**src/include/rv_params.svh**
```systemverilog
/* core-wide width and memory constants for the RV32I core
   included by the package and by every module that sizes a port */

`ifndef RV_PARAMS_SVH
`define RV_PARAMS_SVH

`define RV_XLEN            32             // data path width
`define RV_PC_WIDTH        8              // byte address, covers 64 words
`define RV_IMEM_DEPTH      64             // instruction words
`define RV_IMEM_ADDR_WIDTH 6              // word index into instruction memory
`define RV_REG_ADDR_WIDTH  5              // x0..x31

`define RV_NOP      32'h0000_0013         // addi x0,x0,0
`define RV_END_WORD 32'h0000_0000         // end of code marker

`endif
```
**src/hdl/rv_pkg.sv**
```systemverilog
/* shared types of the RV32I core: control enums, instruction formats
   and the structs passed between the pipeline units */

`include "rv_params.svh"

package rv_pkg;

	// how fetch forms the next pc
	typedef enum logic [1:0] {pc_plus_4_t, sb, uj, jalr} next_pc_t;

	typedef enum logic [3:0] {
		alu_add, alu_sub, alu_sll, alu_slt, alu_sltu, alu_xor,
		alu_srl, alu_sra, alu_or, alu_and, alu_pass_b // pass_b for lui
	} alu_op_t;

	typedef enum logic [2:0] {br_none, br_eq, br_ne, br_lt, br_ge, br_ltu, br_geu} br_cond_t;

	typedef enum logic [6:0] {
		op_lui    = 7'b0110111,
		op_auipc  = 7'b0010111,
		op_jal    = 7'b1101111,
		op_jalr   = 7'b1100111,
		op_branch = 7'b1100011,
		op_imm    = 7'b0010011,
		op_reg    = 7'b0110011
	} opcode_t;

	typedef struct packed {
		logic [6:0] funct7; logic [4:0] rs2; logic [4:0] rs1;
		logic [2:0] funct3; logic [4:0] rd;  logic [6:0] opcode;
	} r_fmt_t;

	typedef struct packed {
		logic [11:0] imm; logic [4:0] rs1; logic [2:0] funct3;
		logic [4:0] rd;   logic [6:0] opcode;
	} i_fmt_t;

	// branch immediate is scattered, bit 0 implied zero
	typedef struct packed {
		logic imm12; logic [5:0] imm10_5; logic [4:0] rs2; logic [4:0] rs1;
		logic [2:0] funct3; logic [3:0] imm4_1; logic imm11; logic [6:0] opcode;
	} b_fmt_t;

	typedef struct packed {
		logic [19:0] imm31_12; logic [4:0] rd; logic [6:0] opcode;
	} u_fmt_t;

	typedef struct packed {
		logic imm20; logic [9:0] imm10_1; logic imm11; logic [7:0] imm19_12;
		logic [4:0] rd; logic [6:0] opcode;
	} j_fmt_t;

	// one word, six views
	typedef union packed {
		logic [31:0] raw;
		r_fmt_t      r;
		i_fmt_t      i;
		b_fmt_t      b;
		u_fmt_t      u;
		j_fmt_t      j;
	} inst_u;

	typedef struct packed {
		logic                    valid;
		logic [`RV_PC_WIDTH-1:0] pc;
		inst_u                   inst;
	} fetch_t;

	typedef struct packed {
		logic                          valid;
		logic [`RV_PC_WIDTH-1:0]       pc;
		alu_op_t                       alu_op;
		logic [`RV_XLEN-1:0]           opa;     // rs1 or pc
		logic [`RV_XLEN-1:0]           opb;     // rs2 or imm
		logic [`RV_XLEN-1:0]           rs2_val; // branch compare
		logic [`RV_XLEN-1:0]           imm;
		logic [`RV_REG_ADDR_WIDTH-1:0] rd;
		logic                          wb_en;
		logic                          link;    // write pc+4
		br_cond_t                      br_cond;
		next_pc_t                      jump;
	} dec_t;

	typedef struct packed {
		next_pc_t                sel;
		logic [`RV_PC_WIDTH-1:0] target;
	} redirect_t;

	typedef struct packed {
		logic                          valid;
		logic [`RV_PC_WIDTH-1:0]       pc;
		logic [`RV_REG_ADDR_WIDTH-1:0] rd;
		logic                          wb_en;
		logic [`RV_XLEN-1:0]           value;
	} retire_t;

endpackage

```
**src/hdl/result_unit.sv**
```systemverilog
/* register file write from the execute result, and the retire report
   registered one cycle later */

`timescale 1ns/1ps
`include "rv_params.svh"

module result_unit (
	input  logic                          clk,
	input  logic                          reset,
	input  rv_pkg::retire_t               result,
	output logic                          we,
	output logic [`RV_REG_ADDR_WIDTH-1:0] waddr,
	output logic [`RV_XLEN-1:0]           wdata,
	output rv_pkg::retire_t               retire
);

	logic            valid_q;
	rv_pkg::retire_t payload_q;
	logic            wr_rd;     // architectural write, x0 excluded

	assign wr_rd = result.wb_en && (result.rd != '0);
	assign we    = result.valid && wr_rd;
	assign waddr = result.rd;
	assign wdata = result.value;

	always_ff @(posedge clk or posedge reset) begin
		if (reset) begin
			valid_q <= 1'b0;
		end else begin
			valid_q <= result.valid; // low under stall or bubble
		end
	end

	always_ff @(posedge clk) begin
		payload_q       <= result;
		payload_q.wb_en <= wr_rd; // report what really landed
	end

	always_comb begin
		retire       = payload_q;
		retire.valid = valid_q;
	end

endmodule

```
**config.mk**
```make
export PLATFORM = sky130hd
export DESIGN_NAME = result_unit
export DESIGN_NICKNAME = d
export VERILOG_FILES = /design/src/hdl/rv_pkg.sv /design/src/hdl/result_unit.sv
export VERILOG_INCLUDE_DIRS = /design/src /design/src/include
export SDC_FILE = /design/constraint.sdc
export NUM_CORES = 1
export LEC_CHECK = 0
export BUFFER_PORTS_ARGS = -buffer_cell sky130_fd_sc_hd__buf_4
export CORE_MARGIN = 2
export CORE_UTILIZATION = 34
export CTS_CLUSTER_DIAMETER = 80
export DETAILED_ROUTE_END_ITERATION = 10
export PLACE_DENSITY = 0.79
export SYNTH_ARGS = -nofsm -noshare
export SYNTH_HDL_FRONTEND = slang
export SYNTH_SLANG_ARGS = --single-unit
```
**constraint.sdc**
```tcl
create_clock -name clk -period 0.8 [get_ports clk]
set_input_delay 0.12 -clock clk [delete_from_list [all_inputs] [get_ports clk]]
set_output_delay 0.12 -clock clk [all_outputs]
set_load 0.05 [all_outputs]
```
==> metrics.txt, run 1 <==
# TYPE chip_impl_metric gauge
chip_impl_metric{name="die_w",unit="um"} 65.1
chip_impl_metric{name="drt_iter0_markers",unit=""} 10
chip_impl_info{name="worstSetupEndpointType",value="output port"} 1
chip_impl_metric{name="antenna_found_initial",unit=""} 0
chip_impl_metric{name="first_pass_iters",unit=""} 2
chip_impl_metric{name="synth.ff_latch_count",unit=""} 47
chip_impl_metric{name="numClockSinks",unit=""} 47
chip_impl_metric{name="grt_use_total",unit="%"} 20.3
chip_impl_metric{name="drt-wirelength-per-cell",unit="um"} 13.6
chip_impl_metric{name="tns",unit="ps"} -4710
chip_impl_metric{name="largest_net_degree_at_the_start_of_global_routing",unit=""} 16
chip_impl_metric{name="achievable-frequency",unit="MHz"} 1040
chip_impl_metric{name="chipHeight",unit="um"} 65.1
chip_impl_metric{name="antenna_cells_inserted",unit=""} 0
chip_impl_metric{name="post_synth_inst_count",unit=""} 91
chip_impl_metric{name="cts_max_path_buffers",unit=""} 2
chip_impl_metric{name="vias",unit=""} 1138
chip_impl_metric{name="worst_ep_arrival_time",unit="ps"} 840
chip_impl_metric{name="power_density",unit="nW/um^2"} 1910
chip_impl_metric{name="critical_path_peak_fanout",unit=""} 1
chip_impl_info{name="tritoncts",value="yes"} 1
chip_impl_metric{name="cts.clk_slew.worst_paths",unit="ps"} 80
chip_impl_metric{name="yosysWarnings",unit=""} 0
chip_impl_info{name="layout.cells.most_common_list",value="86 x buf_4, 46 x dfxtp_2, 45 x dlygate4sd3_1, 32 x buf_8, 19 x buf_6"} 1
chip_impl_info{name="cts-root-buf",value="clkbuf_8"} 1
chip_impl_metric{name="post_drt_via_cell_ratio",unit=""} 3.91
chip_impl_metric{name="core.rowCount",unit=""} 22
chip_impl_info{name="grt_setup_unrepaired",value="yes"} 1
chip_impl_info{name="critPathLaunchType",value="flop"} 1
chip_impl_metric{name="detail_placement_hpwl",unit="um"} 2280
chip_impl_metric{name="cts_max_level",unit=""} 2
chip_impl_metric{name="fin_nets",unit=""} 291
chip_impl_metric{name="grt_first_pass_wirelength",unit="um"} 6170
chip_impl_metric{name="synth_to_layout_area_growth",unit="%"} 136
chip_impl_metric{name="placeableCoreArea",unit="sq um"} 3630
chip_impl_metric{name="yosys.cell_types.count",unit=""} 8
chip_impl_info{name="min-delay-path-class",value="in -> reg"} 1
chip_impl_metric{name="syn-num-nets",unit=""} 140
chip_impl_metric{name="final-setup-viol-count",unit=""} 48
chip_impl_metric{name="timing.slew.headroom",unit="%"} 83.4
chip_impl_info{name="violations",value="negative setup slack"} 1
chip_impl_metric{name="initial_core_util",unit="%"} 34.9
chip_impl_info{name="setup.worst_path.class",value="reg -> out"} 1
chip_impl_metric{name="worst_slew_pin_slew",unit="ps"} 247
chip_impl_metric{name="ports",unit=""} 134
chip_impl_metric{name="timing.final.max_slew_violations",unit=""} 0
chip_impl_metric{name="fillCellCount",unit=""} 199
chip_impl_metric{name="ant_nets",unit=""} 0
chip_impl_info{name="critPathSlowestCell",value="dfrtp_1"} 1
chip_impl_metric{name="io_buffer_count",unit=""} 133
chip_impl_metric{name="cts-buffers-inserted",unit=""} 5
chip_impl_info{name="critical_path.top_delay_family",value="flip-flops"} 1
chip_impl_metric{name="timing.final.crit_period",unit="ps"} 959
chip_impl_info{name="hp-start",value="result[33]"} 1
chip_impl_metric{name="critPathRequiredTime",unit="ps"} 680
chip_impl_info{name="layout_commonest_cell",value="buf_4"} 1
chip_impl_metric{name="final.setup.worst_slack",unit="ps"} -159
chip_impl_metric{name="layout_worst_path_cycle_share",unit="%"} 120
chip_impl_metric{name="cellLeakagePower",unit="nW"} 1.42
chip_impl_info{name="critical_path.cell_chain",value="buf_6"} 1
chip_impl_metric{name="holdWs",unit="ps"} 31.9
chip_impl_metric{name="die-area",unit="sq um"} 4230
chip_impl_metric{name="post_syn_area_per_cell",unit="sq um"} 13.9
chip_impl_metric{name="gpl.final_weighted_congestion",unit=""} 0.693
chip_impl_info{name="status",value="finished with violations"} 1
chip_impl_metric{name="post_route_wl",unit="um"} 3950
chip_impl_metric{name="crit_path_max_incr_delay",unit="ps"} 390
chip_impl_metric{name="grt_pass1_vias",unit=""} 1274
chip_impl_metric{name="peakVddDrop",unit="mV"} 1.45
chip_impl_metric{name="remaining_drc_errors",unit=""} 0
chip_impl_metric{name="post_synth_instance_area",unit="sq um"} 1270
chip_impl_metric{name="hold_viol",unit=""} 0
chip_impl_info{name="cp-startpoint",value="valid_q"} 1
chip_impl_metric{name="synth_seq_area_share",unit="%"} 74.6
chip_impl_metric{name="drv_cap",unit=""} 0
chip_impl_metric{name="ratio_of_cells_with_drive_above_1_in_the_final_layout",unit="%"} 79.4
chip_impl_metric{name="grt_overflow",unit=""} 0
chip_impl_metric{name="total_buffers_and_inverters_traversed_by_the_critical_path",unit=""} 1
[repair_timing]
item                                    CTS  global route
gates cloned                              0             0
hold buffers                             45             0
pin swaps                                 2             2
endpoints found under the hold margin    45             0
endpoints found under the setup margin   48            48
buffers inserted                          0             1
gates resized for setup                 121             9
[synthesized netlist by cell type (all sizes together)]
library cell	number	share of area, %
dfxtp	46	73
buf	38	23
inv	2	0.59
a21boi	1	0.59
a21oi	1	0.39
dfrtp	1	2.0
nand2	1	0.30
nor4	1	0.99
[cells by family (layout without fill, tap and decap cells)]
| group | count (synthesis) | count (layout) | synth area share [%] |
|---|---|---|---|
| buf+inv | 40 | 192 | 23.1 |
| flops | 47 | 47 | 74.6 |
| compound gates | 2 | 2 | 0.987 |
| simple gates | 2 | 2 | 1.28 |
[per-layer routing]
| layer | wire length, um | vias up | global-route usage (%) |
|---|---|---|---|
| met5 | 0 | - | 0 |
| met4 | 87 | 0 | 8.85 |
| met3 | 497 | 7 | 10.6 |
| met2 | 2210 | 84 | 37.6 |
| met1 | 1160 | 508 | 18.0 |
| li1 | - | 539 | - |
[flip-flops by register name, summed over array words and instances, names as in the netlist]
register  count
retire       46
valid_q       1
[report_power, final]
group	internal, W	switching (W)	leakage, nW
Sequential	0.00249	0.0000734	0.400
Combinational	0.000739	0.00100	0.975
Clock	0.000615	0.000780	0.0483
Total	0.00384	0.00186	1.42
[layout make-up]
type | instances | area, sq um | area share (%)
Multi-Input combinational cell | 4 | 41.3 | 1.38
Inverter | 2 | 7.51 | 0.251
Clock inverter | 3 | 18.8 | 0.628
Sequential cell | 47 | 1000 | 33.6
Clock buffer | 5 | 68.8 | 2.30
Timing Repair Buffer | 182 | 1790 | 59.9
Tap cell | 48 | 60.1 | 2.01
[stage by stage]
| step | std cells | util (%) | area (sq um) | setup slack (ps) | total power (W) |
|---|---|---|---|---|---|
| after floorplan | 91 | - | 1270 | 12.0 | 0.00352 |
| after global placement | 237 | 56.9 | 2070 | -186 | 0.00394 |
| after detailed placement | 237 | 56.9 | 2070 | -225 | 0.00395 |
| after CTS | 290 | 81.2 | 2950 | -171 | 0.00569 |
| after global routing | 291 | 82.3 | 2990 | -202 | 0.00595 |
| final | 291 | 82.3 | 2990 | -159 | 0.00570 |
[final timing paths]
check	endpoint	slack [ps]	cells past startpoint
min in group asynchronous	valid_q	210	3
min	retire[33]	30	2
max in group asynchronous	valid_q	490	3
max	retire[46]	-160	1
No activity file was read; power rests on OpenSTA's default activity.
==> run 2: changes to the inputs <==
--- a/config.mk
+++ b/config.mk
@@ -11,6 +11,7 @@
 export CORE_UTILIZATION = 34
 export CTS_CLUSTER_DIAMETER = 80
 export DETAILED_ROUTE_END_ITERATION = 10
+export MAX_ROUTING_LAYER = met4
 export PLACE_DENSITY = 0.79
 export SYNTH_ARGS = -nofsm -noshare
 export SYNTH_HDL_FRONTEND = slang
==> run 2 against run 1 <==
Effect of this change:
- the run still ends with negative setup slack left
- sequential power barely moved
- setup slack improved by 0.94 ps
- sequential share of layout area did not move
- non-clock buffer count did not move
- utilization did not move
- cell count did not move
==> metrics.txt, run 2 (synthesis results as in run 1) <==
# TYPE chip_impl_metric gauge
chip_impl_info{name="status",value="finished with violations"} 1
chip_impl_info{name="violations",value="negative setup slack"} 1
chip_impl_info{name="critical_path.top_delay_family",value="flip-flops"} 1
chip_impl_metric{name="remaining_drc_errors",unit=""} 0
chip_impl_metric{name="fillCellCount",unit=""} 199
chip_impl_metric{name="critical_path_peak_fanout",unit=""} 1
chip_impl_metric{name="met1_routing_resource_usage_after_global_routing",unit="%"} 19.8
chip_impl_info{name="grt_setup_unrepaired",value="yes"} 1
chip_impl_metric{name="peakVddDrop",unit="mV"} 1.46
chip_impl_metric{name="fin_nets",unit=""} 291
chip_impl_metric{name="finish.cell_count_without_fillers",unit=""} 291
chip_impl_metric{name="gpl.final_weighted_congestion",unit=""} 0.701
chip_impl_metric{name="worst_ep_arrival_time",unit="ps"} 840
chip_impl_info{name="setup.worst_path.class",value="reg -> out"} 1
chip_impl_info{name="min-delay-path-class",value="in -> reg"} 1
chip_impl_metric{name="timing.final.max_slew_violations",unit=""} 0
chip_impl_metric{name="gr-usage-met3",unit="%"} 7.81
chip_impl_metric{name="ant_nets",unit=""} 0
chip_impl_metric{name="ratio_of_cells_with_drive_above_1_in_the_final_layout",unit="%"} 79.4
chip_impl_info{name="critical_path.cell_chain",value="buf_6"} 1
chip_impl_metric{name="final-setup-viol-count",unit=""} 48
chip_impl_info{name="critPathSlowestCell",value="dfrtp_1"} 1
chip_impl_metric{name="grt_use_total",unit="%"} 20.7
chip_impl_info{name="layout.cells.most_common_list",value="86 x buf_4, 46 x dfxtp_2, 45 x dlygate4sd3_1, 32 x buf_8, 19 x buf_6"} 1
chip_impl_metric{name="holdWs",unit="ps"} 32.4
chip_impl_metric{name="hold_viol",unit=""} 0
chip_impl_metric{name="multi_input_comb_area",unit="sq um"} 41.3
chip_impl_metric{name="ports",unit=""} 134
chip_impl_metric{name="die-area",unit="sq um"} 4230
chip_impl_metric{name="ff_latch_area",unit="sq um"} 1000
chip_impl_metric{name="antenna_found_initial",unit=""} 0
chip_impl_metric{name="numClockSinks",unit=""} 47
chip_impl_metric{name="layout_worst_path_cycle_share",unit="%"} 120
chip_impl_metric{name="power_density",unit="nW/um^2"} 1900
chip_impl_metric{name="first_pass_iters",unit=""} 2
chip_impl_metric{name="cellLeakagePower",unit="nW"} 1.42
chip_impl_metric{name="detail_placement_hpwl",unit="um"} 2280
chip_impl_info{name="busiest_layer",value="met2"} 1
chip_impl_metric{name="final_util",unit="%"} 82.3
chip_impl_metric{name="die_w",unit="um"} 65.1
chip_impl_metric{name="grt_first_pass_wirelength",unit="um"} 6150
chip_impl_metric{name="crit_path_max_incr_delay",unit="ps"} 390
chip_impl_metric{name="drv_cap",unit=""} 0
chip_impl_info{name="tritoncts",value="yes"} 1
chip_impl_metric{name="placeableCoreArea",unit="sq um"} 3630
chip_impl_metric{name="cts.clk_slew.worst_paths",unit="ps"} 80
chip_impl_metric{name="cts_max_path_buffers",unit=""} 2
chip_impl_metric{name="grt_pass1_vias",unit=""} 1274
chip_impl_metric{name="timing.final.crit_period",unit="ps"} 958
chip_impl_metric{name="final.setup.worst_slack",unit="ps"} -158
chip_impl_metric{name="dp_cells",unit=""} 237
chip_impl_metric{name="achievable-frequency",unit="MHz"} 1040
chip_impl_metric{name="antenna_cells_inserted",unit=""} 0
chip_impl_metric{name="synth_to_layout_area_growth",unit="%"} 136
chip_impl_metric{name="cts-buffers-inserted",unit=""} 5
chip_impl_info{name="layout_commonest_cell",value="buf_4"} 1
chip_impl_metric{name="core.rowCount",unit=""} 22
chip_impl_metric{name="largest_register_ff_count",unit=""} 46
chip_impl_info{name="cts-root-buf",value="clkbuf_8"} 1
chip_impl_metric{name="total_buffers_and_inverters_traversed_by_the_critical_path",unit=""} 1
chip_impl_metric{name="grt_overflow",unit=""} 0
chip_impl_info{name="worstSetupEndpointType",value="output port"} 1
chip_impl_metric{name="post_route_wl",unit="um"} 3930
chip_impl_metric{name="chipHeight",unit="um"} 65.1
chip_impl_metric{name="drt-wirelength-per-cell",unit="um"} 13.5
chip_impl_metric{name="placement.cell_area",unit="sq um"} 2070
chip_impl_metric{name="vias",unit=""} 1139
chip_impl_metric{name="initial_core_util",unit="%"} 34.9
chip_impl_metric{name="worst_slew_pin_slew",unit="ps"} 247
chip_impl_info{name="critPathLaunchType",value="flop"} 1
chip_impl_metric{name="drt_iter0_markers",unit=""} 8
chip_impl_metric{name="io_buffer_count",unit=""} 133
chip_impl_metric{name="cts_max_level",unit=""} 2
chip_impl_metric{name="largest_net_degree_at_the_start_of_global_routing",unit=""} 16
chip_impl_metric{name="finalInstanceArea",unit="sq um"} 2990
chip_impl_metric{name="timing.slew.headroom",unit="%"} 83.4
chip_impl_metric{name="globalRouteMet2Util",unit="%"} 37.6
chip_impl_metric{name="post_drt_via_cell_ratio",unit=""} 3.91
chip_impl_metric{name="critPathRequiredTime",unit="ps"} 680
==> run 2: final timing paths <==
path | from | to | cells after the start
min in group asynchronous | reset | valid_q | 3
hold / removal | result[33] | retire[33] | 2
max in group asynchronous | reset | valid_q | 3
setup / recovery | valid_q | retire[46] | 1
==> run 2: timing repair <==
item                                    4_1_cts  5_1_grt
buffers inserted                              0        1
gates resized for setup                     121        9
hold endpoints to repair                     45        0
pin swaps                                     2        2
hold buffers                                 45        0
endpoints found under the setup margin       48       48
==> run 2: area by class of cell <==
class | count | area share [%]
inverters | 2 | 0.251
clock inverters | 3 | 0.628
repair buffers | 182 | 59.9
clock buffers | 5 | 2.30
flip-flops and latches | 47 | 33.6
well taps | 48 | 2.01
multi-input cells | 4 | 1.38
==> run 2: layer usage <==
layer,up-vias,wire [um]
met5,-,0
met4,0,80
met3,8,400
met2,86,2220
met1,506,1230
li1,539,-
==> run 2: power breakdown <==
| part | internal, W | switching [W] | total, W |
|---|---|---|---|
| clock | 0.000615 | 0.000772 | 0.00139 |
| combinational | 0.000739 | 0.00100 | 0.00174 |
| sequential | 0.00249 | 0.0000737 | 0.00256 |
| total | 0.00384 | 0.00185 | 0.00569 |
==> run 2: stage by stage <==
stage | TNS, ps | setup WS [ps] | power [W]
6_report | -4630 | -158 | 0.00569
5_1_grt | -6350 | -201 | 0.00595
4_1_cts | -5050 | -171 | 0.00569
3_5_place_dp | -378 | -225 | 0.00395
3_3_place_gp | -299 | -186 | 0.00394
2_1_floorplan | 0 | 12.0 | 0.00352
==> run 3: changes to the inputs <==
--- a/config.mk
+++ b/config.mk
@@ -7,12 +7,11 @@
 export NUM_CORES = 1
 export LEC_CHECK = 0
 export BUFFER_PORTS_ARGS = -buffer_cell sky130_fd_sc_hd__buf_4
-export CORE_MARGIN = 2
 export CORE_UTILIZATION = 34
 export CTS_CLUSTER_DIAMETER = 80
 export DETAILED_ROUTE_END_ITERATION = 10
 export MAX_ROUTING_LAYER = met4
-export PLACE_DENSITY = 0.79
+export PLACE_DENSITY = 0.88
 export SYNTH_ARGS = -nofsm -noshare
 export SYNTH_HDL_FRONTEND = slang
 export SYNTH_SLANG_ARGS = --single-unit
==> run 3 against run 2 <==
Effect of this change:
- the run still ends with negative setup slack left
- routed wire length grew 7.6%
- combinational power is essentially flat
- sequential power is essentially flat
- global-route usage grew 2.1 points
- critical path depth is the same
- cell count shrank 1.0%
- die area shrank 6.1%
- power grew 6.3%
- largest power group unchanged
==> metrics.txt, run 3 (synthesis results as in run 1) <==
# TYPE chip_impl_metric gauge
chip_impl_info{name="status",value="finished with violations"} 1
chip_impl_info{name="violations",value="negative setup slack"} 1
chip_impl_metric{name="initial_core_util",unit="%"} 36.8
chip_impl_metric{name="largest_net_degree_at_the_start_of_global_routing",unit=""} 15
chip_impl_metric{name="power_frac_clock",unit="%"} 28.8
chip_impl_metric{name="crit_path_max_incr_delay",unit="ps"} 390
chip_impl_metric{name="antenna_cells_inserted",unit=""} 0
chip_impl_metric{name="numClockSinks",unit=""} 47
chip_impl_metric{name="post_drt_via_cell_ratio",unit=""} 4.03
chip_impl_info{name="grt_setup_unrepaired",value="yes"} 1
chip_impl_metric{name="grt_use_total",unit="%"} 22.8
chip_impl_metric{name="final.setup.worst_slack",unit="ps"} -145
chip_impl_metric{name="first_pass_iters",unit=""} 3
chip_impl_metric{name="peakVddDrop",unit="mV"} 1.32
chip_impl_metric{name="ratio_of_cells_with_drive_above_1_in_the_final_layout",unit="%"} 80.2
chip_impl_metric{name="place_ws",unit="ps"} -198
chip_impl_info{name="layout.cells.most_common_list",value="90 x buf_4, 46 x dfxtp_2, 43 x dlygate4sd3_1, 32 x buf_8, 16 x buf_6"} 1
chip_impl_metric{name="core.rowCount",unit=""} 21
chip_impl_metric{name="post-layout-total-power",unit="W"} 0.00605
chip_impl_metric{name="hold_viol",unit=""} 0
chip_impl_info{name="critPathLaunchType",value="flop"} 1
chip_impl_metric{name="fin_nets",unit=""} 290
chip_impl_info{name="layout_commonest_cell",value="buf_4"} 1
chip_impl_metric{name="post_route_wl",unit="um"} 4230
chip_impl_metric{name="cts_max_path_buffers",unit=""} 2
chip_impl_metric{name="largest_register_ff_count",unit=""} 46
chip_impl_metric{name="final-setup-viol-count",unit=""} 48
chip_impl_metric{name="timing.final.crit_period",unit="ps"} 945
chip_impl_info{name="critical_path.top_delay_family",value="flip-flops"} 1
chip_impl_metric{name="grt_pass1_vias",unit=""} 1240
chip_impl_metric{name="drv_cap",unit=""} 0
chip_impl_metric{name="cts_max_level",unit=""} 2
chip_impl_metric{name="share_of_power_burned_in_combinational_logic",unit="%"} 28.8
chip_impl_metric{name="gpl.final_weighted_congestion",unit=""} 0.631
chip_impl_metric{name="critPathRequiredTime",unit="ps"} 680
chip_impl_metric{name="sw_frac_of_total",unit="%"} 30.1
chip_impl_metric{name="share_seq_of_total_power",unit="%"} 42.4
chip_impl_metric{name="cts-buffers-inserted",unit=""} 5
chip_impl_info{name="tritoncts",value="yes"} 1
chip_impl_info{name="setup.worst_path.class",value="reg -> out"} 1
chip_impl_metric{name="layout_worst_path_cycle_share",unit="%"} 118
chip_impl_metric{name="ant_nets",unit=""} 0
chip_impl_metric{name="die_w",unit="um"} 63.1
chip_impl_metric{name="vias",unit=""} 1161
chip_impl_metric{name="chipHeight",unit="um"} 63.1
chip_impl_metric{name="critical_path_peak_fanout",unit=""} 1
chip_impl_metric{name="drt_iter0_markers",unit=""} 32
chip_impl_info{name="critPathSlowestCell",value="dfrtp_1"} 1
chip_impl_info{name="min-delay-path-class",value="in -> reg"} 1
chip_impl_metric{name="achievable-frequency",unit="MHz"} 1060
chip_impl_metric{name="p_int",unit="W"} 0.00423
chip_impl_metric{name="total_buffers_and_inverters_traversed_by_the_critical_path",unit=""} 1
chip_impl_metric{name="cellLeakagePower",unit="nW"} 1.43
chip_impl_metric{name="grt_first_pass_wirelength",unit="um"} 6430
chip_impl_metric{name="placeableCoreArea",unit="sq um"} 3440
chip_impl_metric{name="synth_to_layout_area_growth",unit="%"} 136
chip_impl_metric{name="fillCellCount",unit=""} 182
chip_impl_metric{name="antenna_found_initial",unit=""} 0
chip_impl_metric{name="final_util",unit="%"} 87.0
chip_impl_metric{name="remaining_drc_errors",unit=""} 0
chip_impl_metric{name="power_density",unit="nW/um^2"} 2020
chip_impl_info{name="cts-root-buf",value="clkbuf_8"} 1
chip_impl_info{name="critical_path.cell_chain",value="buf_6"} 1
chip_impl_metric{name="io_buffer_count",unit=""} 133
chip_impl_metric{name="timing.final.max_slew_violations",unit=""} 0
chip_impl_metric{name="ports",unit=""} 134
chip_impl_info{name="worstSetupEndpointType",value="output port"} 1
chip_impl_metric{name="timing.slew.headroom",unit="%"} 83.0
chip_impl_metric{name="drt-wirelength-per-cell",unit="um"} 14.7
chip_impl_metric{name="switchingPower",unit="W"} 0.00182
chip_impl_metric{name="grt_overflow",unit=""} 0
chip_impl_metric{name="cts.clk_slew.worst_paths",unit="ps"} 80
chip_impl_metric{name="worst_slew_pin_slew",unit="ps"} 253
chip_impl_metric{name="tns",unit="ps"} -4350
chip_impl_metric{name="die-area",unit="sq um"} 3980
chip_impl_metric{name="worst_ep_arrival_time",unit="ps"} 820
run 3: changes by cell type in the layout (fill, tap and decap cells not counted):
| cell | before | now |
|---|---|---|
| buf_6 | 19 | 16 |
| inv_6 | 1 | 0 |
| clkinv_2 | 2 | 1 |
| buf_4 | 86 | 90 |
| clkbuf_8 | 5 | 6 |
| dlygate4sd3_1 | 45 | 43 |
| bufinv_16 | 0 | 1 |
run 3: final timing paths:
path | to | cells past startpoint | start
max | retire[46] | 1 | valid_q
min | retire[35] | 2 | result[35]
max in group asynchronous | valid_q | 3 | reset
min in group asynchronous | valid_q | 3 | reset
run 3: layer usage:
| layer | global-route usage (%) | wire length [um] | up-vias |
|---|---|---|---|
| met5 | - | 0 | - |
| met2 | 43.0 | 2430 | 87 |
| met3 | 7.79 | 407 | 10 |
| met4 | 9.59 | 93 | 0 |
| met1 | 20.1 | 1300 | 523 |
| li1 | - | - | 541 |
run 3: final cells by class:
cell class | count | area (sq um) | area share (%)
clock buffer | 6 | 82.6 | 2.76
clock inverter | 2 | 35.0 | 1.17
inverter | 2 | 7.51 | 0.251
multi-input combinational | 4 | 41.3 | 1.38
sequential | 47 | 1000 | 33.5
tap | 46 | 57.6 | 1.92
timing repair buffer | 181 | 1770 | 59.0
run 3: power groups by stage:
stage / sequential (W) / combinational (W) / clock [W]
2_1_floorplan: 0.00299 / 0.000533 / 0
5_1_grt: 0.00258 / 0.00179 / 0.00193
6_report: 0.00257 / 0.00174 / 0.00174
4_1_cts: 0.00256 / 0.00170 / 0.00179
3_3_place_gp: 0.00255 / 0.00140 / 0
3_5_place_dp: 0.00255 / 0.00141 / 0
run 3: stage by stage:
stage	std cells	cell area, sq um	hold WS [ps]
final	288	2990	59.5
after global placement	236	2070	-35.4
after floorplan	91	1270	-151
after CTS	287	2950	46.7
after detailed placement	236	2070	-27.7
after global routing	288	2990	47.5
run 3: timing repair:
item	CTS	global route
endpoints found under the setup margin	48	48
cloned	0	0
gates resized for setup	116	11
hold buffers	43	0
buffers inserted	0	1
hold endpoints to repair	43	0
pin swaps	0	1
